File: config.mk
export PLATFORM = sky130hd
export DESIGN_NAME = raster_edge_eval
export DESIGN_NICKNAME = d
export VERILOG_FILES = /design/src/source/raster_pkg.sv /design/src/source/raster_edge_eval.sv
export SDC_FILE = /design/constraint.sdc
export NUM_CORES = 2
export LEC_CHECK = 0
export ABC_AREA = 1
export BUFFER_PORTS_ARGS = -buffer_cell sky130_fd_sc_hd__buf_2
export CORE_MARGIN = 2
export CORE_UTILIZATION = 63
export CTS_CLUSTER_SIZE = 20
export DETAILED_ROUTE_END_ITERATION = 16
export PLACE_DENSITY = 0.93
export SLEW_MARGIN = 20
export SYNTH_ARGS = -nofsm -noshare
export SYNTH_HDL_FRONTEND = slang
export SYNTH_SLANG_ARGS = --single-unit
File: constraint.sdc
create_clock -name clk -period 27.1 [get_ports clk]
set_input_delay 5.42 -clock clk [delete_from_list [all_inputs] [get_ports clk]]
set_output_delay 5.42 -clock clk [all_outputs]
set_load 0.05 [all_outputs]
File: src/source/raster_pkg.sv
package raster_pkg;

    // Pixel coordinate and primitive id widths
    localparam int DIM_BITS  = 11;
    localparam int PID_BITS  = 8;

    // Edge arithmetic wraps around at this width
    localparam int DATA_BITS = 24;

    // Registered stages in the edge evaluator
    localparam int EDGE_LATENCY = 2;

    typedef logic [DIM_BITS-1:0] coord_t;
    typedef logic [PID_BITS-1:0] pid_t;
    typedef logic signed [DATA_BITS-1:0] data_t;

    // Value at pixel (x, y) is a*x + b*y + c
    typedef struct packed {
        data_t a;
        data_t b;
        data_t c;
    } edge_t;

    typedef edge_t [2:0] edges_t;

    // Origin is the top-left pixel of the tile
    typedef struct packed {
        coord_t xloc;
        coord_t yloc;
        pid_t   pid;
        edges_t edges;
    } tile_t;

    // Mask bits: (x,y), (x+1,y), (x,y+1), (x+1,y+1)
    typedef struct packed {
        coord_t     xpos;
        coord_t     ypos;
        logic [3:0] mask;
        pid_t       pid;
        logic       done;
    } quad_t;

endpackage
File: src/source/raster_edge_eval.sv
`timescale 1ns/1ps

module raster_edge_eval (
    input  logic               clk,
    input  logic               reset,
    input  logic               in_valid,
    output logic               in_ready,
    input  raster_pkg::tile_t  in_tile,
    output logic               out_valid,
    output raster_pkg::tile_t  out_tile,
    input  logic               out_ready
);

    logic              stall;
    logic              s1_valid;
    logic              s2_valid;
    raster_pkg::tile_t s1_tile;
    raster_pkg::tile_t s2_tile;
    raster_pkg::data_t ax [3];
    raster_pkg::data_t by [3];

    // Whole pipeline holds while the last stage waits on the dispatcher
    assign stall     = s2_valid && !out_ready;
    assign in_ready  = !stall;
    assign out_valid = s2_valid;
    assign out_tile  = s2_tile;

    always_ff @(posedge clk) begin
        if (reset) begin
            s1_valid <= 1'b0;
            s2_valid <= 1'b0;
        end else if (!stall) begin
            s1_valid <= in_valid;
            s2_valid <= s1_valid;
        end
    end

    always_ff @(posedge clk) begin
        if (!stall) begin
            // Stage 1 forms the origin products
            s1_tile <= in_tile;
            for (int e = 0; e < 3; e++) begin
                ax[e] <= in_tile.edges[e].a * raster_pkg::data_t'(in_tile.xloc);
                by[e] <= in_tile.edges[e].b * raster_pkg::data_t'(in_tile.yloc);
            end
            // Stage 2 folds them into c
            s2_tile <= s1_tile;
            for (int e = 0; e < 3; e++) begin
                s2_tile.edges[e].c <= ax[e] + by[e] + s1_tile.edges[e].c;
            end
        end
    end

endmodule

# Yosys cells after proc, flatten, opt, wreduce, memory -nomap -nowiden
# Memories as Yosys holds them, arrays and structs flattened.
# Index checks and enable logic that the tools add are counted.
[totals] memories=2 input_bits=250 ff_bits=494 ramBits=144
[classes] add_sub_neg=6 muxes=1 multipliers=6 reduce_logical=3
[mem_list] memory="ax" words=3 word_bits=24 read_ports=3 rd_ports_with_merged_regs=0 write_ports=3 line_no="raster_edge_eval.sv:19" source="raster_pkg::data_t ax [3];"
[mem_list] memory="by" words=3 word_bits=24 read_ports=3 rd_ports_with_merged_regs=0 write_ports=3 line_no="raster_edge_eval.sv:20" source="raster_pkg::data_t by [3];"
[op_table] operator="adder 24 bit" count=6
[op_table] operator="multiplier 24 x 12 -> 24 bit" count=6
[op_table] operator="logical NOT 1 bit" count=2
[op_table] operator="logical AND 1 bit" count=1
[op_table] operator="two-way mux 1 bit" count=1

# Longest topological paths before layout
[depth] word_depth=3 mapped_depth=28 ltp_nobuf=25

# Worst setup path after synthesis
# No wires, ideal clock.
[synth_path] kind="input -> output" start="input out_ready" end="output in_ready" required_time_ns=21.680 path_stages=2 slack_ns=3.683 t_arrival_ns=17.997 path_cell_list="nor2_1 inv_1"
[synth_between] elab_chain_len=3
[synth_rtl] element="from (decl)" line_no="raster_edge_eval.sv:11" source="input logic out_ready"
[synth_rtl] element="logical NOT 1 bit" line_no="raster_edge_eval.sv:23" source="assign stall = s2_valid && !out_ready;"
[synth_rtl] element="logical AND 1 bit" line_no="raster_edge_eval.sv:23"
[synth_rtl] element="logical NOT 1 bit"
[synth_rtl] element="to (decl)" line_no="raster_edge_eval.sv:7" source="output logic in_ready,"
# No other way between the ends.

# Final worst setup path
# Same ends and word-level chain as after synthesis.

==> flow_summary_export.csv <==
group,metric,value,unit
outcome,status,"finished, final reports clean",
detailed_routing,viasPerCell,5.69,
placed_design,placed_area,66700,µm²
floorplan,rows,116,
worst_setup_path,r2r_cells,7,
power,p_comb_frac,0.702,
floorplan,dieArea,103000,µm²
final_layout,drive_above_1_share,0.0906,
synth,synth_area,63400,µm²
worst_setup_path,crit_fanout,107,
floorplan,io_pins,498,
sta,fin_crit,12.15,ns
placed_design,placed_cells,8387,
worst_setup_path,critPathArrivalTime,6.73,ns
global_routing,grt_first_pass_wirelength,267,mm
final_layout,fin_util,0.691,
sta,fin_setup_tns,0,ns
sta,finalHoldViolations,0,
detailed_routing,route.vias.total,48444,
min_path,holdCritStartpoint,"s1_tile[187]$_DFFE_PN_",
clock_network,cts_tree,"built",
floorplan,chipWidth,321,µm
synth,ys_seq_area_frac,0.302,
final_layout,most-common-layout-cells,"nand2_1 (1841), inv_1 (1762), fa_1 (954)",
worst_setup_path,worstSetupPathType,"input pin to output pin",
synth,syn_avg_cell_area,9.30,µm²
floorplan,initial_utilization,0.635,
detailed_routing,avgRoutedWirePerCell,19.7,µm
min_path,hold_path_depth,0,
final_layout,syn_to_final_growth,8.90,%
clock_network,cts.repair.resized,0,
sta,tightest_slew,1.22,ns
global_routing,grt_pass1_vias,52591,
min_path,hp-class,"flop to flop",
synth,ys_types,43,
clock_network,path_clk_slew,0.06,ns
clock_network,cts.sinks,638,
placed_design,portBuffers,497,
min_path,whs_endpoint,"out_tile[187]$_DFFE_PN_",
clock_network,holdBufCountCts,0,
sta,timing.slew.headroom,0.186,
worst_setup_path,cp-start-kind,"input pin",
global_routing,grt_max_degree,108,
worst_setup_path,r2r-end,"s1_tile[141]$_DFFE_PN_",
power,switching_power,0.00475,W
clock_network,htreeDepth,3,
flow_run,cap_viol_max_count,0,
sta,finClkSkew,0.0217,ns
worst_setup_path,rr_startpoint,"out_valid$_SDFFE_PP0N_",
placed_design,dp_slack,14.99,ns
clock_network,clock_latency,0.67,ns
power,peakVddDrop,0.111,mV
sta,rsz0062_at_grt,"false",
detailed_routing,ant_nets,0,
floorplan,coreArea,99900,µm²
sta,slew_violations,0,
synth,synthCells,6813,
worst_setup_path,r2r_slack,22.11,ns
final_layout,fin_nets,8749,
detailed_routing,drc_errors,0,
placed_design,hpwl,126,mm
synth,ys_warn_count,0,
detailed_routing,drt_iter0_markers,4674,
detailed_routing,routed_wirelength,168,mm
clock_network,root_buffer,"clkbuf_16",
worst_setup_path,cp_data_required_time,21.68,ns
sta,post-route-period-util,0.448,
power,sequentialPowerShare,0.192,
placed_design,place_congestion,0.968,
sta,finalSetupViolCount,0,
clock_network,postCtsSetupBuffers,0,
power,clkPwrFrac,0.106,
global_routing,overflow,0,
power,pwr_density_cell,134,nW/µm²
sta,max_freq,82.3,MHz
global_routing,grt_antenna_before_repair,14,
floorplan,die_h,321,µm
sta,fin_ws,14.95,ns
power,p_leak,36.6,nW
synth,syn_nets,8401,
power,switching_share,0.515,
final_layout,instances_no_fill,8520,
power,p_int,0.00447,W
final_layout,final_common_cell,"nand2_1",
synth,ys_ff_latch,638,
worst_setup_path,end_kind,"output pin",
detailed_routing,drtPass1Iterations,9,
clock_network,cts_buffer_depth,3,
global_routing,grt_usage,0.335,
final_layout,postLayoutCellArea,69000,µm²
clock_network,cts_made_buffers,70,
==> metrics by stage <==
stage / hold slack, ns / power [W]
6_report: 0.408 / 0.00922
5_1_grt: 0.416 / 0.0101
4_1_cts: 0.402 / 0.00919
3_5_place_dp: 0.405 / 0.00812
3_3_place_gp: 0.401 / 0.00798
2_1_floorplan: 0.400 / 0.00643
==> layout make-up <==
cell class	instances	area (µm²)
clock inverters	51	517
clock buffers	77	1780
repair buffers	520	2670
flip-flops and latches	638	19100
fillers	6849	30800
well taps	1298	1620
diodes	5	12.5
inverters	1772	6660
multi-input cells	4159	36600
==> cells in the mapped netlist, drive strengths merged <==
library cell  instances  area share
o21a                  2     0.00024
nand4                27      0.0027
inv                1772        0.10
nor2                152      0.0091
buf                  85      0.0058
edfxtp              636        0.30
a22oi                 1     0.00012
nand3               135       0.011
ha                  384       0.076
nor3                 21      0.0019
a21o                 13      0.0015
o31ai                 4     0.00047
xnor2                72      0.0099
nand3b               22      0.0027
o21ai               122      0.0099
and2                  2     0.00020
and3                  1    0.000099
fa                  954        0.30
a21oi               208       0.016
o21bai               16      0.0019
nor4                 17      0.0018
a211oi                4     0.00047
nand2              1842        0.11
clkbuf              159      0.0094
dfxtp                 2     0.00063
nor3b                 2     0.00039
xor2                123       0.017
a21boi               13      0.0018
a31oi                15      0.0015
o211ai                7     0.00083
==> critical path, stage by stage <==
cell and delay [ns]:
buf_2 0.10, nor2_1 0.41, inv_8 0.35, buf_2 0.35
==> state kept, by name (all words and copies together) (netlist names) <==
name and count:
by 72, ax 72, out_valid 1, out_tile 246
s1_valid 1, s1_tile 246
==> power by group through the flow <==
stage          clock network (W)  logic [W]  registers, W
6_report                0.000976    0.00648       0.00177
5_1_grt                  0.00102    0.00727       0.00178
4_1_cts                 0.000990    0.00643       0.00177
3_5_place_dp                   0    0.00634       0.00179
3_3_place_gp                   0    0.00620       0.00178
2_1_floorplan                  0    0.00441       0.00202
==> per-layer routing <==
metal | share of wire | global-route usage | up-vias | wire (µm)
met5 | 0.00011 | 0 | - | 19
li1 | - | - | 21028 | -
met1 | 0.34 | 0.405 | 23409 | 57200
met2 | 0.49 | 0.552 | 3065 | 81500
met3 | 0.11 | 0.0746 | 938 | 19000
met4 | 0.061 | 0.199 | 4 | 10200
==> worst max path at each step <==
stage | startpoint | endpoint | cells after the start
finish | out_ready | in_ready | 4
global route | out_ready | in_ready | 4
CTS | out_ready | in_ready | 4
detailed placement | out_ready | in_ready | 4
global placement | out_ready | in_ready | 4
floorplan | out_ready | in_ready | 2
==> cell families (layout without fill, tap and decap cells) <==
logic type,Yosys count,after routing,share of synthesized area
DFF,638,638,0.302
other,0,5,0
and+or+nand+nor,2221,2221,0.139
adders and majority gates,1338,1338,0.377
AOI/OAI and AO/OA,405,405,0.0352
buffers and inverters,2016,2420,0.120
xor gates and xnor gates,195,195,0.0269
Note: power is estimated with default switching activity, not from simulation.
