### src/source/raster_pkg.sv
package raster_pkg;

    // Pixel coordinate and primitive id widths
    localparam int DIM_BITS  = 11;
    localparam int PID_BITS  = 8;

    // Edge arithmetic wraps around at this width
    localparam int DATA_BITS = 24;

    // Registered stages in the edge evaluator
    localparam int EDGE_LATENCY = 2;

    typedef logic [DIM_BITS-1:0] coord_t;
    typedef logic [PID_BITS-1:0] pid_t;
    typedef logic signed [DATA_BITS-1:0] data_t;

    // Value at pixel (x, y) is a*x + b*y + c
    typedef struct packed {
        data_t a;
        data_t b;
        data_t c;
    } edge_t;

    typedef edge_t [2:0] edges_t;

    // Origin is the top-left pixel of the tile
    typedef struct packed {
        coord_t xloc;
        coord_t yloc;
        pid_t   pid;
        edges_t edges;
    } tile_t;

    // Mask bits: (x,y), (x+1,y), (x,y+1), (x+1,y+1)
    typedef struct packed {
        coord_t     xpos;
        coord_t     ypos;
        logic [3:0] mask;
        pid_t       pid;
        logic       done;
    } quad_t;

endpackage
### src/source/raster_slice.sv
`timescale 1ns/1ps

module raster_slice #(
    parameter int TILE_LOGSIZE = 3
) (
    input  logic              clk,
    input  logic              reset,
    input  logic              in_valid,
    input  raster_pkg::tile_t in_tile,
    output logic              in_ready,
    output logic              busy,
    output logic              out_valid,
    output raster_pkg::quad_t out_quad,
    input  logic              out_ready
);

    // Quad index bits per axis
    localparam int QBITS = TILE_LOGSIZE - 1;

    logic               active;
    raster_pkg::tile_t  tile_r;
    logic [QBITS-1:0]   qx;
    logic [QBITS-1:0]   qy;
    raster_pkg::coord_t dx;
    raster_pkg::coord_t dy;
    logic [3:0]         mask;
    raster_pkg::quad_t  quad;
    logic               buf_in_valid;
    logic               buf_in_ready;
    logic               advance;
    logic               last_quad;

    assign dx = raster_pkg::coord_t'({qx, 1'b0});
    assign dy = raster_pkg::coord_t'({qy, 1'b0});

    // Pixel edge values, taken relative to the tile origin
    always_comb begin
        raster_pkg::data_t v [4];
        mask = 4'hF;
        for (int e = 0; e < 3; e++) begin
            v[0] = tile_r.edges[e].a * raster_pkg::data_t'(dx)
                 + tile_r.edges[e].b * raster_pkg::data_t'(dy)
                 + tile_r.edges[e].c;
            v[1] = v[0] + tile_r.edges[e].a;
            v[2] = v[0] + tile_r.edges[e].b;
            v[3] = v[1] + tile_r.edges[e].b;
            for (int p = 0; p < 4; p++) begin
                if (v[p][raster_pkg::DATA_BITS-1]) begin
                    mask[p] = 1'b0;
                end
            end
        end
    end

    assign quad.xpos = tile_r.xloc + dx;
    assign quad.ypos = tile_r.yloc + dy;
    assign quad.mask = mask;
    assign quad.pid  = tile_r.pid;
    assign quad.done = 1'b0;

    // Empty quads are skipped, a full buffer pauses the walk
    assign buf_in_valid = active && (mask != 4'd0);
    assign advance      = active && ((mask == 4'd0) || buf_in_ready);
    assign last_quad    = (&qx) && (&qy);

    assign busy     = active || out_valid;
    assign in_ready = !busy;

    always_ff @(posedge clk) begin
        if (reset) begin
            active <= 1'b0;
            qx     <= '0;
            qy     <= '0;
        end else if (in_valid && in_ready) begin
            active <= 1'b1;
            qx     <= '0;
            qy     <= '0;
        end else if (advance) begin
            qx <= qx + 1'b1;
            if (&qx) begin
                qy <= qy + 1'b1;
            end
            if (last_quad) begin
                active <= 1'b0;
            end
        end
    end

    always_ff @(posedge clk) begin
        if (in_valid && in_ready) begin
            tile_r <= in_tile;
        end
    end

    raster_stream_buf #(
        .payload_t (raster_pkg::quad_t)
    ) out_buf (
        .clk       (clk),
        .reset     (reset),
        .in_valid  (buf_in_valid),
        .in_data   (quad),
        .in_ready  (buf_in_ready),
        .out_valid (out_valid),
        .out_data  (out_quad),
        .out_ready (out_ready)
    );

    // Nothing empty ever leaves the slice
    assert property (@(posedge clk) disable iff (reset) out_valid |-> (out_quad.mask != 4'd0));

endmodule

### src/source/raster_stream_buf.sv
`timescale 1ns/1ps

module raster_stream_buf #(
    parameter type payload_t = logic
) (
    input  logic     clk,
    input  logic     reset,
    input  logic     in_valid,
    input  payload_t in_data,
    output logic     in_ready,
    output logic     out_valid,
    output payload_t out_data,
    input  logic     out_ready
);

    payload_t   entries [2];
    logic       wr_ptr;
    logic       rd_ptr;
    logic [1:0] count;
    logic       push;
    logic       pop;

    assign in_ready  = (count != 2'd2);
    assign out_valid = (count != 2'd0);
    assign out_data  = entries[rd_ptr];

    assign push = in_valid && in_ready;
    assign pop  = out_valid && out_ready;

    always_ff @(posedge clk) begin
        if (reset) begin
            wr_ptr <= 1'b0;
            rd_ptr <= 1'b0;
            count  <= 2'd0;
        end else begin
            if (push) begin
                wr_ptr <= ~wr_ptr;
            end
            if (pop) begin
                rd_ptr <= ~rd_ptr;
            end
            count <= count + {1'b0, push} - {1'b0, pop};
        end
    end

    always_ff @(posedge clk) begin
        if (push) begin
            entries[wr_ptr] <= in_data;
        end
    end

    // Equal pointers only when empty or full, so no push lands on an unread entry
    assert property (@(posedge clk) disable iff (reset)
        (wr_ptr == rd_ptr) == ((count == 2'd0) || (count == 2'd2)));

endmodule

### config.mk
export PLATFORM = sky130hd
export DESIGN_NAME = raster_slice
export DESIGN_NICKNAME = d
export VERILOG_FILES = /design/src/source/raster_pkg.sv /design/src/source/raster_slice.sv /design/src/source/raster_stream_buf.sv
export SDC_FILE = /design/constraint.sdc
export NUM_CORES = 1
export LEC_CHECK = 0
export BUFFER_PORTS_ARGS = -buffer_cell sky130_fd_sc_hd__buf_2
export CORE_MARGIN = 2
export CORE_UTILIZATION = 56
export CTS_CLUSTER_SIZE = 25
export DETAILED_ROUTE_END_ITERATION = 10
export PLACE_DENSITY = 0.79
export SLEW_MARGIN = 20
export SYNTH_ARGS = -nofsm -noshare
export SYNTH_HDL_FRONTEND = slang
export SYNTH_SLANG_ARGS = --single-unit
### constraint.sdc
create_clock -name clk -period 9.8 [get_ports clk]
set_input_delay 1.47 -clock clk [delete_from_list [all_inputs] [get_ports clk]]
set_output_delay 1.47 -clock clk [all_outputs]
set_load 0.03 [all_outputs]
## Yosys cells after proc, flatten, opt, wreduce, memory -nomap -nowiden

Memories as Yosys holds them, arrays and structs flattened. A register that Yosys moved wholly into a read port is not among the register bits.
Cells that the tools add are included.

- Memory bits (writable): 68
- Bits in registers: 255
- Memories kept: 1
- Output and inout port bits: 38
- Input bits: 250

- Add/sub/neg operators: 21
- Equality and inequality tests: 1
- Reduce and logical (&&, ||, !) cells: 19
- Bitwise gates (word level): 2
- Multipliers: 6
- Muxes and demuxes: 19

Memories:

| name | depth | width | rd ports | clocked after memory_dff | wr ports | RTL line | source |
|---|---|---|---|---|---|---|---|
| out_buf.entries | 2 | 34 | 1 | 1 | 1 | raster_stream_buf.sv:16 | `payload_t entries [2];` |

Operators by type and width:

| operator | count |
|---|---|
| adder 24 bit | 15 |
| multiplier 24 x 3 -> 23 bit | 6 |
| adder 11 x 3 -> 11 bit | 2 |
| 2-to-1 mux 1 bit | 19 |
| logical AND 1 bit | 6 |
| AND reduction 2 bit | 3 |
| nonzero test 2 bit | 3 |
| adder 2 x 1 -> 2 bit (second input constant) | 2 |
| logical NOT 4 bit | 1 |
| nonzero test 4 bit | 1 |
| AND reduction 3 bit | 1 |
| adder 2 x 1 -> 2 bit | 1 |
| logical OR 1 bit | 2 |
| != test 2 bit (second input constant) | 1 |
| inverter 1 bit | 2 |
| OR reduction 2 bit | 1 |
| subtractor 2 x 1 -> 2 bit | 1 |
| logical NOT 1 bit | 1 |

## Depth between registers and ports, before layout

- Word-level depth: 13
- Gate-level depth with buffers: 50
- Depth with buffers taken out: 49

## By module

Synthesis repeated with hierarchy kept, for this count alone.

- Cells, all modules: 2988
- Area, all modules: 30538.0 µm²

Modules (own cells, without submodules):

| module | area each (µm²) | instances | cells each |
|---|---|---|---|
| raster_slice | 27620.2 | 1 | 2855 |
| raster_stream_buf | 2917.8 | 1 | 133 |

## Least setup slack after synthesis

Ideal clock, no wire load.

- Kind: input to register
- Start: in in_valid
- End: reg qx[0]
- Data arrival time: 9.687 ns
- Setup slack: -0.024 ns
- Stages: 5
- Cell sequence: and2_0 -> clkbuf_1 -> nor2_1 -> o211ai_1 -> o41ai_1

- Cells in the longest elaborated chain, start to end: 2

RTL lines:

| element | RTL line | source |
|---|---|---|
| start: declaration | raster_slice.sv:8 | `input logic in_valid,` |
| logical AND 1 bit | raster_slice.sv:74 | `end else if (in_valid && in_ready) begin` |
| OR reduction 2 bit (no source line) | -- |  |
| end signal: assignment | raster_slice.sv:79 | `qx <= qx + 1'b1;` |
| end: declaration | raster_slice.sv:22 | `logic [QBITS-1:0] qx;` |

Every way passes these cells.
A chain may end at the register's enable or synchronous reset.

## Worst setup path after layout

- Start: reg qx[1]
- End: reg out_buf.count[1]

- Cells in the longest elaborated chain, start to end: 13
- Elaborated cells on any way between the ends: 35

RTL lines:

| element | RTL line | source |
|---|---|---|
| multiplier 24 x 3 -> 23 bit | raster_slice.sv:41 | `v[0] = tile_r.edges[e].a * raster_pkg::data_t'(dx)` |
| adder 24 bit | raster_slice.sv:42 | `+ tile_r.edges[e].b * raster_pkg::data_t'(dy)` |
| adder 24 bit | raster_slice.sv:43 | `+ tile_r.edges[e].c;` |
| adder 24 bit | raster_slice.sv:44 | `v[1] = v[0] + tile_r.edges[e].a;` |
| adder 24 bit | raster_slice.sv:46 | `v[3] = v[1] + tile_r.edges[e].b;` |
| 2-to-1 mux 1 bit (3 in a row) | raster_slice.sv:48 | `if (v[p][raster_pkg::DATA_BITS-1]) begin` |
| nonzero test 4 bit (*) | raster_slice.sv:62 | `assign buf_in_valid = active && (mask != 4'd0);` |
| logical AND 1 bit (*) | raster_slice.sv:62 |  |
| logical AND 1 bit (*) | raster_stream_buf.sv:27 | `assign push = in_valid && in_ready;` |
| adder 2 x 1 -> 2 bit (*) | raster_stream_buf.sv:42 | `count <= count + {1'b0, push} - {1'b0, pop};` |
| subtractor 2 x 1 -> 2 bit (*) | raster_stream_buf.sv:42 |  |
| end signal: assignment | raster_stream_buf.sv:42 |  |
| end: declaration | raster_stream_buf.sv:19 | `logic [1:0] count;` |

Every way passes the cells marked *; elsewhere a longest branch is shown, timed or not.

==> results.cfg <==
[critical_path]
crit_fanout = 11
worst_ep_arrival_time_ns = 9.58
cp-end-kind = flop
crit_family = compound AO/OA/AOI/OAI gates
crit_buf_inv = 4
path_class = flop to flop
slowest_delay_ns = 0.44
worstPathRequired_ns = 10.23
critPathSlowestCell = dfxtp_4
startpoint_type = flop

[flow_run]
maxCapViolCount = 0

[status]
outcome = finished clean

[clocking]
cts_max_level = 2
clk_latency_ns = 0.57
clk_path_buf_depth = 3
numCtsBuffers = 38
clkTransAtPathRegs_ns = 0.06
cts_num_sinks = 324
root_buffer = clkbuf_16
cts_tree = built

[global_routing]
grt_max_degree = 81
grt_first_pass_wirelength_um = 116700
grt_usage = 0.2606
grt-ovfl-total = 0
antenna_found_initial = 7
grt_pass1_vias = 22710

[layout]
drive_gt1_frac = 0.1366
final_area_um2 = 33990
syn2layout_area_growth_pct = 12.31
final_nets = 4162
fin_util = 0.6341

[synthesis]
synth-async-reset-ratio = 0
syn-num-nets = 3854
syn_inst = 3002
synth-seq-area-share = 0.3182
syn_area_per_cell_um2 = 10.08
synth-seq-cells = 324
synth_edf_count = 314
synth_cell_types = 80
synth_area_um2 = 30260
ys_warn_count = 0
synth_top_flop_cell = edfxtp_1

[floorplan]
core.rowCount = 85
die_w_um = 236.5
pin_count = 288
core_area_um2 = 53600
start_util = 0.5646
dieArea_um2 = 55910
die_height_um = 236.5

[timing]
fmax_ghz = 0.1094
finalClockSkew_ns = 0.02940
slew_viol_final = 0
hold_ws_ns = 0.4504
worst_slew_pin_slew_ns = 1.009
slew_headroom = 0.3276
finalSetupViolations = 0
finalHoldViolCount = 0
setup-tns-final_ns = 0
finalCritPeriodShare = 0.9331
period_needed_ns = 9.144

[route]
viasPerCell = 5.654
wire_per_inst_um = 18.10
wl_um = 73120
vias = 22840
first_pass_iters = 5
antenna_left = 0
drtIter0Drc = 1256
drc_errors = 0

[placed_design]
numPortBuffers = 286
place_area_um2 = 32600
place_congestion = 0.9576
dp_hpwl_um = 58740

[pwr]
vdd_drop_max_mv = 0.1686
power_density_nw_per_um2 = 243.7
p_leak_uw = 0.01646

[min_path]
hold_class = flop to flop
==> sequential cells by signal (all words and copies together), names as in the netlist, named ones only <==
signal and count:
out_buf.entries 68, active 1, qx 2, quad 8, qy 2, out_buf.wr_ptr 1, tile_r 238, out_buf.rd_ptr 1
out_buf.count 2
==> cells by family after synthesis <==
group                      synth area share
other                             0.0001239
adders and majority gates            0.2688
muxes                               0.01414
xor gates and xnor gates            0.07926
buffers and inverters               0.04288
and+or+nand+nor                      0.1342
AOI/OAI and AO/OA                    0.1425
DFF                                  0.3182
==> where the power goes <==
group / switching (uW) / internal (uW) / total [uW]
logic: 2760 / 2020 / 4780
clock network: 581 / 815 / 1400
registers: 199 / 1910 / 2110
==> area by class of cell <==
class	count	area, um^2
Antenna cell	6	15.01
Clock buffer	45	998.5
Multi-Input combinational cell	2335	19450
Inverter	307	1152
Clock inverter	23	217.7
Sequential cell	324	9642
Fill cell	4348	19620
Timing Repair Buffer	304	1640
Tap cell	696	870.8
==> worst paths after layout <==
check	slack, ns	endpoint	cells past startpoint	start
setup / recovery	0.66	out_buf.count[1]	49	qx[1]
setup reg to reg	0.66	out_buf.count[1]	49	qx[1]
hold / removal	0.45	out_buf.entries[0][0]	0	quad[1]
hold reg to reg	0.45	out_buf.entries[0][0]	0	quad[1]
==> per-layer routing <==
metal / routed length [um] / global-route usage
met5: 13 / 0
met4: 2212 / 0.07825
met3: 3894 / 0.02891
met2: 33400 / 0.4318
met1: 33610 / 0.3607
==> metrics by stage <==
stage / setup WS (ns) / cells / total power [uW]
4_1_cts: 0.2883 / 4032 / 8254
6_report: 0.6561 / 4040 / 8283
2_1_floorplan: 0.1197 / 3002 / 5702
3_5_place_dp: 0.3716 / 3964 / 6810
3_3_place_gp: 0.5745 / 3964 / 6700
5_1_grt: -0.01409 / 4036 / 9017
==> placed cells by master (no fill, tap or decap), types with 36 or more instances in the layout <==
| master | count |
|---|---|
| ha_1 | 521 |
| nor2_1 | 134 |
| nor3_1 | 40 |
| and2_1 | 264 |
| o21bai_1 | 52 |
| nand2_1 | 135 |
| xnor2_1 | 159 |
| fa_1 | 80 |
| o21ai_0 | 104 |
| xor2_1 | 98 |
| inv_1 | 307 |
| clkbuf_16 | 40 |
| edfxtp_1 | 314 |
| nand3_1 | 41 |
| nor2b_1 | 36 |
| a21oi_1 | 202 |
| a21o_1 | 96 |
| buf_2 | 286 |
==> synthesized netlist by cell type, types with 8 or more instances <==
cell type / count / area [um^2]
a2111oi_0: 13 / 113.9
a211oi_1: 23 / 172.7
a21boi_0: 11 / 82.58
a21o_1: 96 / 720.7
a21oi_1: 211 / 1056
a31o_2: 14 / 122.6
a31oi_1: 24 / 150.1
a41oi_1: 8 / 70.07
and2_1: 264 / 1652
and3_1: 20 / 125.1
clkbuf_1: 28 / 105.1
dfxtp_1: 10 / 200.2
edfxtp_1: 314 / 9429
fa_1: 80 / 1602
ha_1: 522 / 6531
inv_1: 307 / 1152
mux2_2: 34 / 382.9
nand2_1: 135 / 506.7
nand2b_1: 29 / 181.4
nand3_1: 41 / 205.2
nand4_1: 17 / 106.4
nor2_1: 136 / 510.5
nor2b_1: 36 / 225.2
nor3_1: 40 / 200.2
nor4_1: 8 / 50.05
o211ai_1: 20 / 150.1
o21a_1: 24 / 180.2
o21ai_0: 109 / 545.5
o21bai_1: 52 / 390.4
or3_1: 9 / 56.30
xnor2_1: 159 / 1393
xor2_1: 98 / 858.3
==> what timing repair did <==
item,4_1_cts,5_1_grt
setup buffers,0,1
gates resized for setup,0,36
hold endpoints to repair,0,0
hold buffers,0,0
endpoints found under the setup margin,0,75
No activity file was read; power rests on OpenSTA's default activity.
