<file path="src/source/raster_pkg.sv">
package raster_pkg;

    // Pixel coordinate and primitive id widths
    localparam int DIM_BITS  = 11;
    localparam int PID_BITS  = 8;

    // Edge arithmetic wraps around at this width
    localparam int DATA_BITS = 24;

    // Registered stages in the edge evaluator
    localparam int EDGE_LATENCY = 2;

    typedef logic [DIM_BITS-1:0] coord_t;
    typedef logic [PID_BITS-1:0] pid_t;
    typedef logic signed [DATA_BITS-1:0] data_t;

    // Value at pixel (x, y) is a*x + b*y + c
    typedef struct packed {
        data_t a;
        data_t b;
        data_t c;
    } edge_t;

    typedef edge_t [2:0] edges_t;

    // Origin is the top-left pixel of the tile
    typedef struct packed {
        coord_t xloc;
        coord_t yloc;
        pid_t   pid;
        edges_t edges;
    } tile_t;

    // Mask bits: (x,y), (x+1,y), (x,y+1), (x+1,y+1)
    typedef struct packed {
        coord_t     xpos;
        coord_t     ypos;
        logic [3:0] mask;
        pid_t       pid;
        logic       done;
    } quad_t;

endpackage
</file>
<file path="src/source/raster_ctrl.sv">
`timescale 1ns/1ps

module raster_ctrl #(
    parameter int NUM_SLICES = 2
) (
    input  logic                  clk,
    input  logic                  reset,
    input  logic                  in_fire,
    input  logic                  in_last,
    input  logic                  dispatch_fire,
    input  logic [NUM_SLICES-1:0] slice_busy,
    output logic                  done_req,
    input  logic                  done_ack
);

    // Tiles between the input port and a slice
    localparam int CNT_BITS = $clog2(raster_pkg::EDGE_LATENCY + 2);

    logic [CNT_BITS-1:0] cnt;
    logic                batch_end;
    logic                armed;
    logic                drained;

    assign drained = (cnt == '0) && !(|slice_busy);

    // Once raised, the request holds until the merger takes it
    assign done_req = batch_end && (drained || armed);

    always_ff @(posedge clk) begin
        if (reset) begin
            cnt       <= '0;
            batch_end <= 1'b0;
            armed     <= 1'b0;
        end else begin
            cnt <= cnt + CNT_BITS'(in_fire) - CNT_BITS'(dispatch_fire);
            if (in_fire && in_last) begin
                batch_end <= 1'b1;
            end else if (done_ack) begin
                batch_end <= 1'b0;
            end
            if (done_ack) begin
                armed <= 1'b0;
            end else if (done_req) begin
                armed <= 1'b1;
            end
        end
    end

    // A handoff to a slice needs a tile that came in earlier
    assert property (@(posedge clk) disable iff (reset) dispatch_fire |-> (cnt != '0));

endmodule

</file>
<file path="config.mk">
export PLATFORM = sky130hd
export DESIGN_NAME = raster_ctrl
export DESIGN_NICKNAME = d
export VERILOG_FILES = /design/src/source/raster_pkg.sv /design/src/source/raster_ctrl.sv
export SDC_FILE = /design/constraint.sdc
export NUM_CORES = 1
export LEC_CHECK = 0
export ABC_AREA = 1
export BUFFER_PORTS_ARGS = -buffer_cell sky130_fd_sc_hd__buf_2
export CAP_MARGIN = 30
export CORE_AREA = 2 2 39 41
export CTS_CLUSTER_SIZE = 12
export DETAILED_ROUTE_END_ITERATION = 6
export DIE_AREA = 0 0 41 43
export SLEW_MARGIN = 5
export SYNTH_ARGS = -nofsm -noshare
export SYNTH_HDL_FRONTEND = slang
export SYNTH_SLANG_ARGS = --single-unit
</file>
<file path="constraint.sdc">
create_clock -name clk -period 1.36 [get_ports clk]
set_clock_uncertainty 0.1 [all_clocks]
set_input_delay 0.068 -clock clk [delete_from_list [all_inputs] [get_ports clk]]
set_output_delay 0.068 -clock clk [all_outputs]
set_load 0.02 [all_outputs]
</file>
# Yosys cells after proc, flatten, opt, wreduce, memory -nomap -nowiden
# Index checks and enable logic that the tools add are counted.
[totals]
ff_bits = 4
wordCells = 16
[op_classes]
add_sub_neg = 2
muxes = 2
reduce_logical = 9
[ops]
columns = ["cell", "n"]
rows = [
  ["$reduce_or 2->1", 2],
  ["$logic_and 1x1->1", 3],
  ["$add 2x1->2", 1],
  ["$logic_not 2->1", 1],
  ["$mux 1", 2],
  ["$reduce_bool 2->1", 1],
  ["$sub 2x1->2", 1],
  ["$logic_not 1->1", 1],
  ["$logic_or 1x1->1", 1],
]

# Depth between registers and ports, before layout
# Gate-level depths: netlist of the first run.
[logic_depth]
word_depth = 5
ltp_mapped = 8
mapped_depth_nobuf = 8

# Worst setup path after synthesis of the first run
# Ideal clock, no wire load.
[synth_path]
path_kind = "reg-to-reg"
startpoint = "register cnt[0]"
endpoint = "register cnt[1]"
t_arrival_ns = 1.188
path_buffers = 0
setup_time_ns = 0.115
stages_incl_launch_ff = 8
required_ns = 1.145
path_slack_ns = -0.043
cell_sequence = "dfxtp_1 inv_1 ha_1 inv_1 ha_1 or2_1 a21oi_1 nor2_1"
[synth_between]
elab_chain_cells = 2
[synth_lines]
columns = ["element", "line", "text"]
rows = [
  ["from (decl)", "raster_ctrl.sv:19", "logic [CNT_BITS-1:0] cnt;"],
  ["from (signal assigned)", "raster_ctrl.sv:35", "cnt <= cnt + CNT_BITS'(in_fire) - CNT_BITS'(dispatch_fire);"],
  ["$add 2x1->2", "raster_ctrl.sv:35", ""],
  ["$sub 2x1->2", "raster_ctrl.sv:35", ""],
]
# Every way passes these cells.
# A chain may end at the register's enable or synchronous reset.

# Final worst setup path of the first run
# Ends and elaborated chain as after synthesis.

==> reports/qor.yml, run 1 <==
placed_design:
  hpwlAfterDp_um: 321
  place_congestion: 0.642
  place_area_um2: 275
  port_buffers: 8
run_status:
  status: "finished, violations left"
  violations: "setup timing"
sta:
  worst_hold_slack_ns: 0.0148
  relSlewSlack_pct: 91.8
  fin_ws_ns: -0.0438
  min_period_ns: 1.40
  tns_ns: -0.0438
  tightest_slew_ns: 0.122
  drv_slew: 0
  rsz0062_at_grt: "true"
  finalCritPeriodShare_pct: 103
  final-setup-viol-count: 1
  fmax_ghz: 0.712
  hold_viol_final: 0
global_route:
  grt_max_degree: 4
  grt.overflow.total: 0
  grt_use_total_pct: 6.53
  grt_pass1_wl_um: 717
  grt_pass1_vias: 206
  antenna_found_initial: 0
yosys:
  yosysMostFrequentCell: "inv_1"
  seq_area_frac_synth_pct: 37.2
  yosysTopAreaCell: "dfxtp_1"
  yosys-top-cells-area: "dfxtp_1 (37%), inv_1 (14%), ha_1 (12%), nand2_1 (7.0%), nor2_1 (7.0%)"
  yosysUniqueCellTypes: 12
  yosysTopAreaCellShare_pct: 37.2
  ys.warnings.count: 0
  syn_inst: 30
  synth-seq-cells: 4
  ys.flop_type: "dfxtp_1"
  syn_nets: 40
  synth.avg_cell_area_um2: 7.17
  synth_edf_count: 0
  async_reset_ff_share_pct: 0
  syn_area_um2: 215
  synthTopCellsByCount: "inv_1 (8), dfxtp_1 (4), nand2_1 (4), nor2_1 (4)"
floorplanning:
  die_height_um: 43
  start_util_pct: 15.6
  io_pins: 9
  fp.dieW_um: 41
  rows: 14
  core_area_um2: 1380
  dieArea_um2: 1760
routing:
  num_vias: 219
  routed_wl_um: 449
  drt_pass1_iterations: 4
  remaining_drc_errors: 0
  avgRoutedWirePerCell_um: 7.61
  routed_via_density: 3.71
  drtIter0Drc: 1
  drtAntennaViolNets: 0
power_and_ir_drop:
  power.leakage_nw: 0.171
  seqPwrFrac_pct: 36.6
  clock_power_share_pct: 37.6
  p_comb_share_pct: 25.8
  p_sw_mw: 0.0966
  powerDensity_nw_per_um2: 1080
  power.internal_mw: 0.281
  peakVddDrop_v: 0.000290
  swShare_pct: 25.6
final_layout:
  fill_cells: 155
  seqCellArea_um2: 81.3
  drive_above_1_share_pct: 46.5
  multi_input_area_um2: 136
  antennaDiodeCount: 0
  areaGrowthSynthToFinish_pct: 62.8
  fin_area_um2: 350
  fin_nets: 55
setup_path:
  critPathKind: "reg2reg"
  reg2reg_from: "cnt[0]"
  required_ns: 1.38
  r2r_end: "cnt[1]"
  cp.arrival_ns: 1.43
  cp_max_fo: 2
  cp-end-kind: "flop"
  r2r_setup_slack_ns: -0.04
  rr_worst_depth: 7
  start_kind: "flop"
cts:
  cts_tree: "built"
  clockBufferDepth: 2
  clock-root-buffer: "clkbuf_4"
  htreeDepth: 1
  clkSlewWorstSetupHoldPaths_ns: 0.04
  clock-sinks: 4
  numCtsBuffers: 3
  clk_latency_ns: 0.23
min_path:
  worst_hold_path.endpoint: "batch_end"
  worstHoldPathCells: 3
  hp-class: "in2reg"
  hold_start: "done_ack"
run:
  maxCapViolCount: 0
-- layout make-up --
class | instances | share of cell area (%)
tap | 16 | 5.71
timing repair buffer | 10 | 17.1
sequential | 4 | 23.2
inverter | 8 | 8.57
multi-input combinational | 18 | 38.9
clock buffer | 3 | 6.43
-- timing repair --
item / CTS / global route
hold endpoints to repair: 2 / 0
resized for setup: 6 / 2
setup endpoints to repair: 1 / 1
buffers inserted: 0 / 0
hold buffers: 2 / 0
pin swaps: 4 / 3
-- power by group through the flow --
| stage | clock network [mW] | logic [mW] | registers (mW) |
|---|---|---|---|
| global placement | 0 | 0.0647 | 0.138 |
| finish | 0.142 | 0.0976 | 0.138 |
| global route | 0.158 | 0.112 | 0.140 |
| floorplan | 0 | 0.0476 | 0.136 |
| detailed placement | 0 | 0.0661 | 0.138 |
| CTS | 0.148 | 0.0889 | 0.138 |
-- sequential cells by signal (all words and copies together), names as in the netlist --
signal     flops
cnt            2
armed          1
batch_end      1
-- critical path: stages (launching register included) --
cell	delay [ns]
dfxtp_2	0.33
inv_2	0.04
ha_4	0.25
inv_2	0.03
ha_4	0.14
or2_4	0.23
a21oi_2	0.12
nor2_1	0.04
-- metrics by stage --
step / total power, mW / setup WS (ns) / util [%] / std cells
detailed placement: 0.204 / -0.120 / 19.9 / 54
floorplan: 0.183 / -0.0425 / - / 30
CTS: 0.375 / -0.0932 / 24.9 / 59
global route: 0.410 / -0.0761 / 25.3 / 59
global placement: 0.202 / -0.0920 / 19.9 / 54
finish: 0.378 / -0.0438 / 25.3 / 59
-- cells in the final DEF, fill, tap and decap left out --
| cell type | count |
|---|---|
| buf_2 | 8 |
| inv_1 | 6 |
| nor2_1 | 4 |
| nand2_1 | 4 |
| dfxtp_1 | 3 |
| clkbuf_4 | 3 |
| inv_2 | 2 |
| ha_4 | 2 |
| dlygate4sd3_1 | 2 |
| a21oi_1 | 1 |
| or2_4 | 1 |
| a21oi_2 | 1 |
| nand3_2 | 1 |
| or2_2 | 1 |
| nand3_1 | 1 |
| o21ai_1 | 1 |
| o21bai_1 | 1 |
| dfxtp_2 | 1 |
-- layer usage --
layer / GRT usage, % / up-vias / routed length [um]
met5: 0 / - / 0
met4: 11.3 / 0 / 19
met3: 2.09 / 2 / 35
met2: 7.50 / 11 / 232
met1: 6.43 / 90 / 160
li1: - / 116 / -
-- worst max-delay path by stage --
stage / from / endpoint / slack (ns) / depth (start not counted)
4_1_cts: cnt[0] / cnt[1] / -0.09 / 7
2_1_floorplan: cnt[0] / cnt[1] / -0.04 / 7
5_1_grt: cnt[0] / cnt[1] / -0.08 / 7
6_report: cnt[0] / cnt[1] / -0.04 / 7
3_5_place_dp: cnt[0] / cnt[1] / -0.12 / 7
3_3_place_gp: cnt[0] / cnt[1] / -0.09 / 7
-- kinds of logic after synthesis --
group | count (synthesis) | synth area share (%)
simple gates | 12 | 26.7
buf+inv | 8 | 14.0
compound gates | 4 | 10.5
flops | 4 | 37.2
fa+ha+maj | 2 | 11.6
Note: power is estimated with default switching activity, not from simulation.
==> run 2: changes to the inputs <==
==> constraint.sdc (replaced) <==
create_clock -name clk -period 1.36 [get_ports clk]
set_clock_uncertainty 0.1 [all_clocks]
set_input_delay 0.136 -clock clk [delete_from_list [all_inputs] [get_ports clk]]
set_output_delay 0.136 -clock clk [all_outputs]
set_load 0.02 [all_outputs]
==> reports/qor.yml, run 2 (synthesis results as in run 1) <==
run_status:
  status: "finished, violations left"  # unchanged
  violations: "setup timing"  # unchanged
power_and_ir_drop:
  swShare_pct: 25.5  # was 25.6%
  p_comb_share_pct: 25.2  # was 25.8%
  power.internal_mw: 0.279  # was 0.281 mW
  clock_power_share_pct: 37.9  # was 37.6%
  seqPwrFrac_pct: 36.9  # was 36.6%
  p_sw_mw: 0.0955  # was 0.0966 mW
  peakVddDrop_v: 0.000291  # was 0.000290 V
  powerDensity_nw_per_um2: 1100  # was 1080 nW/um2
  power.leakage_nw: 0.167  # was 0.171 nW
setup_path:
  cp-end-kind: "flop"  # unchanged
  cp_max_fo: 2  # unchanged
  rr_worst_depth: 7  # unchanged
  start_kind: "flop"  # unchanged
  reg2reg_from: "cnt[0]"  # unchanged
  crit_buf_inv: 2  # unchanged
  cp.arrival_ns: 1.43  # about the same
  max_stage_delay_ns: 0.33  # about the same
  critPathKind: "reg2reg"  # unchanged
  r2r_end: "cnt[1]"  # unchanged
  required_ns: 1.38  # about the same
  critPathSlowestCell: "dfxtp_2"  # unchanged
  crit_chain: "inv_2 -> ha_4 -> inv_2 -> ha_4 -> or2_4 -> a21oi_2 -> nor2_1"  # unchanged
  r2r_setup_slack_ns: -0.04  # about the same
  crit_family: "adder cells"  # unchanged
sta:
  fin_ws_ns: -0.0429  # was -0.0438 ns
  min_period_ns: 1.40  # about the same
  rsz0062_at_grt: "true"  # unchanged
  drv_slew: 0  # unchanged
  finalCritPeriodShare_pct: 103  # about the same
  tightest_slew_ns: 0.122  # about the same
  hold_viol_final: 0  # unchanged
  final-setup-viol-count: 1  # unchanged
  relSlewSlack_pct: 91.8  # unchanged
  fmax_ghz: 0.713  # was 0.712 GHz
min_path:
  worst_hold_path.endpoint: "batch_end"  # unchanged
  hp-class: "in2reg"  # unchanged
  hold_start: "in_last"  # was done_ack
  worstHoldPathCells: 3  # unchanged
cts:
  clockBufferDepth: 2  # unchanged
  clkSlewWorstSetupHoldPaths_ns: 0.04  # about the same
  cts_tree: "built"  # unchanged
  clock-sinks: 4  # unchanged
  numCtsBuffers: 3  # unchanged
  post_cts_buffers: 0  # unchanged
  htreeDepth: 1  # unchanged
  clk_latency_ns: 0.23  # about the same
  clock-root-buffer: "clkbuf_4"  # unchanged
global_route:
  grt_pass1_wl_um: 669  # was 717 um
  grt_pass1_vias: 191  # was 206
  grt_max_degree: 4  # unchanged
  grt_use_total_pct: 6.02  # was 6.53%
  grt.overflow.total: 0  # unchanged
  antenna_found_initial: 0  # unchanged
floorplanning:
  rows: 14  # unchanged
  dieArea_um2: 1760  # unchanged
  fp.dieW_um: 41  # unchanged
  io_pins: 9  # unchanged
  start_util_pct: 15.6  # unchanged
  die_height_um: 43  # unchanged
  core_area_um2: 1380  # unchanged
routing:
  remaining_drc_errors: 0  # unchanged
  routed_via_density: 3.59  # was 3.71
  num_vias: 208  # was 219
  drtIter0Drc: 2  # was 1
  drt_pass1_iterations: 3  # was 4
  routed_wl_um: 403  # was 449 um
  avgRoutedWirePerCell_um: 6.95  # was 7.61 um
  drtAntennaViolNets: 0  # unchanged
placed_design:
  hpwlAfterDp_um: 321  # unchanged
  port_buffers: 8  # unchanged
  place_congestion: 0.642  # unchanged
  post-place-ws_ns: -0.120  # unchanged
  place_area_um2: 275  # unchanged
final_layout:
  fin_area_um2: 340  # was 350 um2
  antennaDiodeCount: 0  # unchanged
  largest_register_ffs: 2  # unchanged
  top_register: "cnt"  # unchanged
  drive_above_1_share_pct: 47.6  # was 46.5%
  fin_nets: 54  # was 55
  areaGrowthSynthToFinish_pct: 58.1  # was 62.8%
  final_common_cell: "buf_2"  # unchanged
  layout_common_cells: "buf_2 (8), inv_1 (6), nor2_1 (4), nand2_1 (4)"  # unchanged
  reg_top3: "cnt (2), armed (1), batch_end (1)"  # unchanged
run:
  maxCapViolCount: 0  # unchanged
## run 2: changes by cell type in the layout (fill, tap and decap cells not counted)
cell,before,now
dlygate4sd3_1,2,1
## run 2: worst max path at each step
stage | slack, ns | to | startpoint | cells past startpoint
6_report | -0.04 | cnt[1] | cnt[0] | 7
5_1_grt | -0.08 | cnt[1] | cnt[0] | 7
4_1_cts | -0.09 | cnt[1] | cnt[0] | 7
3_5_place_dp | -0.12 | cnt[1] | cnt[0] | 7
3_3_place_gp | -0.09 | cnt[1] | cnt[0] | 7
2_1_floorplan | -0.04 | cnt[1] | cnt[0] | 7
## run 2: stage by stage
stage	setup TNS [ns]	instances	total power, mW	hold WS (ns)	util [%]
floorplan	-0.0425	30	0.183	0.107	-
global placement	-0.0920	54	0.202	0.223	19.9
detailed placement	-0.120	54	0.204	0.227	19.9
CTS	-0.0932	58	0.373	0.0670	24.1
global route	-0.0761	58	0.407	0.0856	24.6
finish	-0.0429	58	0.375	0.0620	24.6
## run 2: timing repair
item | CTS | global route
gates resized for setup | 6 | 2
hold buffers | 1 | 0
endpoints found under the setup margin | 1 | 1
pin swaps | 4 | 3
hold endpoints to repair | 1 | 0
## run 2: metal layers
layer  part of all wire (%)  GRT usage (%)  vias to the layer above  routed length [um]
met5                      0              0                        -                   0
met4                      0           8.00                        0                   0
met3                    6.2           1.57                        0                  25
met2                     53           7.81                        5                 215
met1                     40           6.43                       88                 162
li1                       -              -                      115                   -
## run 2: power by group through the flow
stage                     clock, mW  combinational [mW]  sequential (mW)
after floorplan                   0              0.0476            0.136
after CTS                     0.148              0.0867            0.138
after detailed placement          0              0.0661            0.138
final                         0.142              0.0946            0.138
after global routing          0.158               0.109            0.140
after global placement            0              0.0647            0.138
## run 2: cell type report
cell class	count	area, um2
clock buffer	3	22.5
fill	155	1040
inverter	8	30.0
multi-input combinational	18	136
sequential	4	81.3
tap	16	20.0
timing repair buffer	9	50.0
## run 2: worst reg2reg max path: stages, from the launching register on
cell,delay (ns)
dfxtp_2,0.33
inv_2,0.04
ha_4,0.25
inv_2,0.03
ha_4,0.14
or2_4,0.23
a21oi_2,0.12
nor2_1,0.04
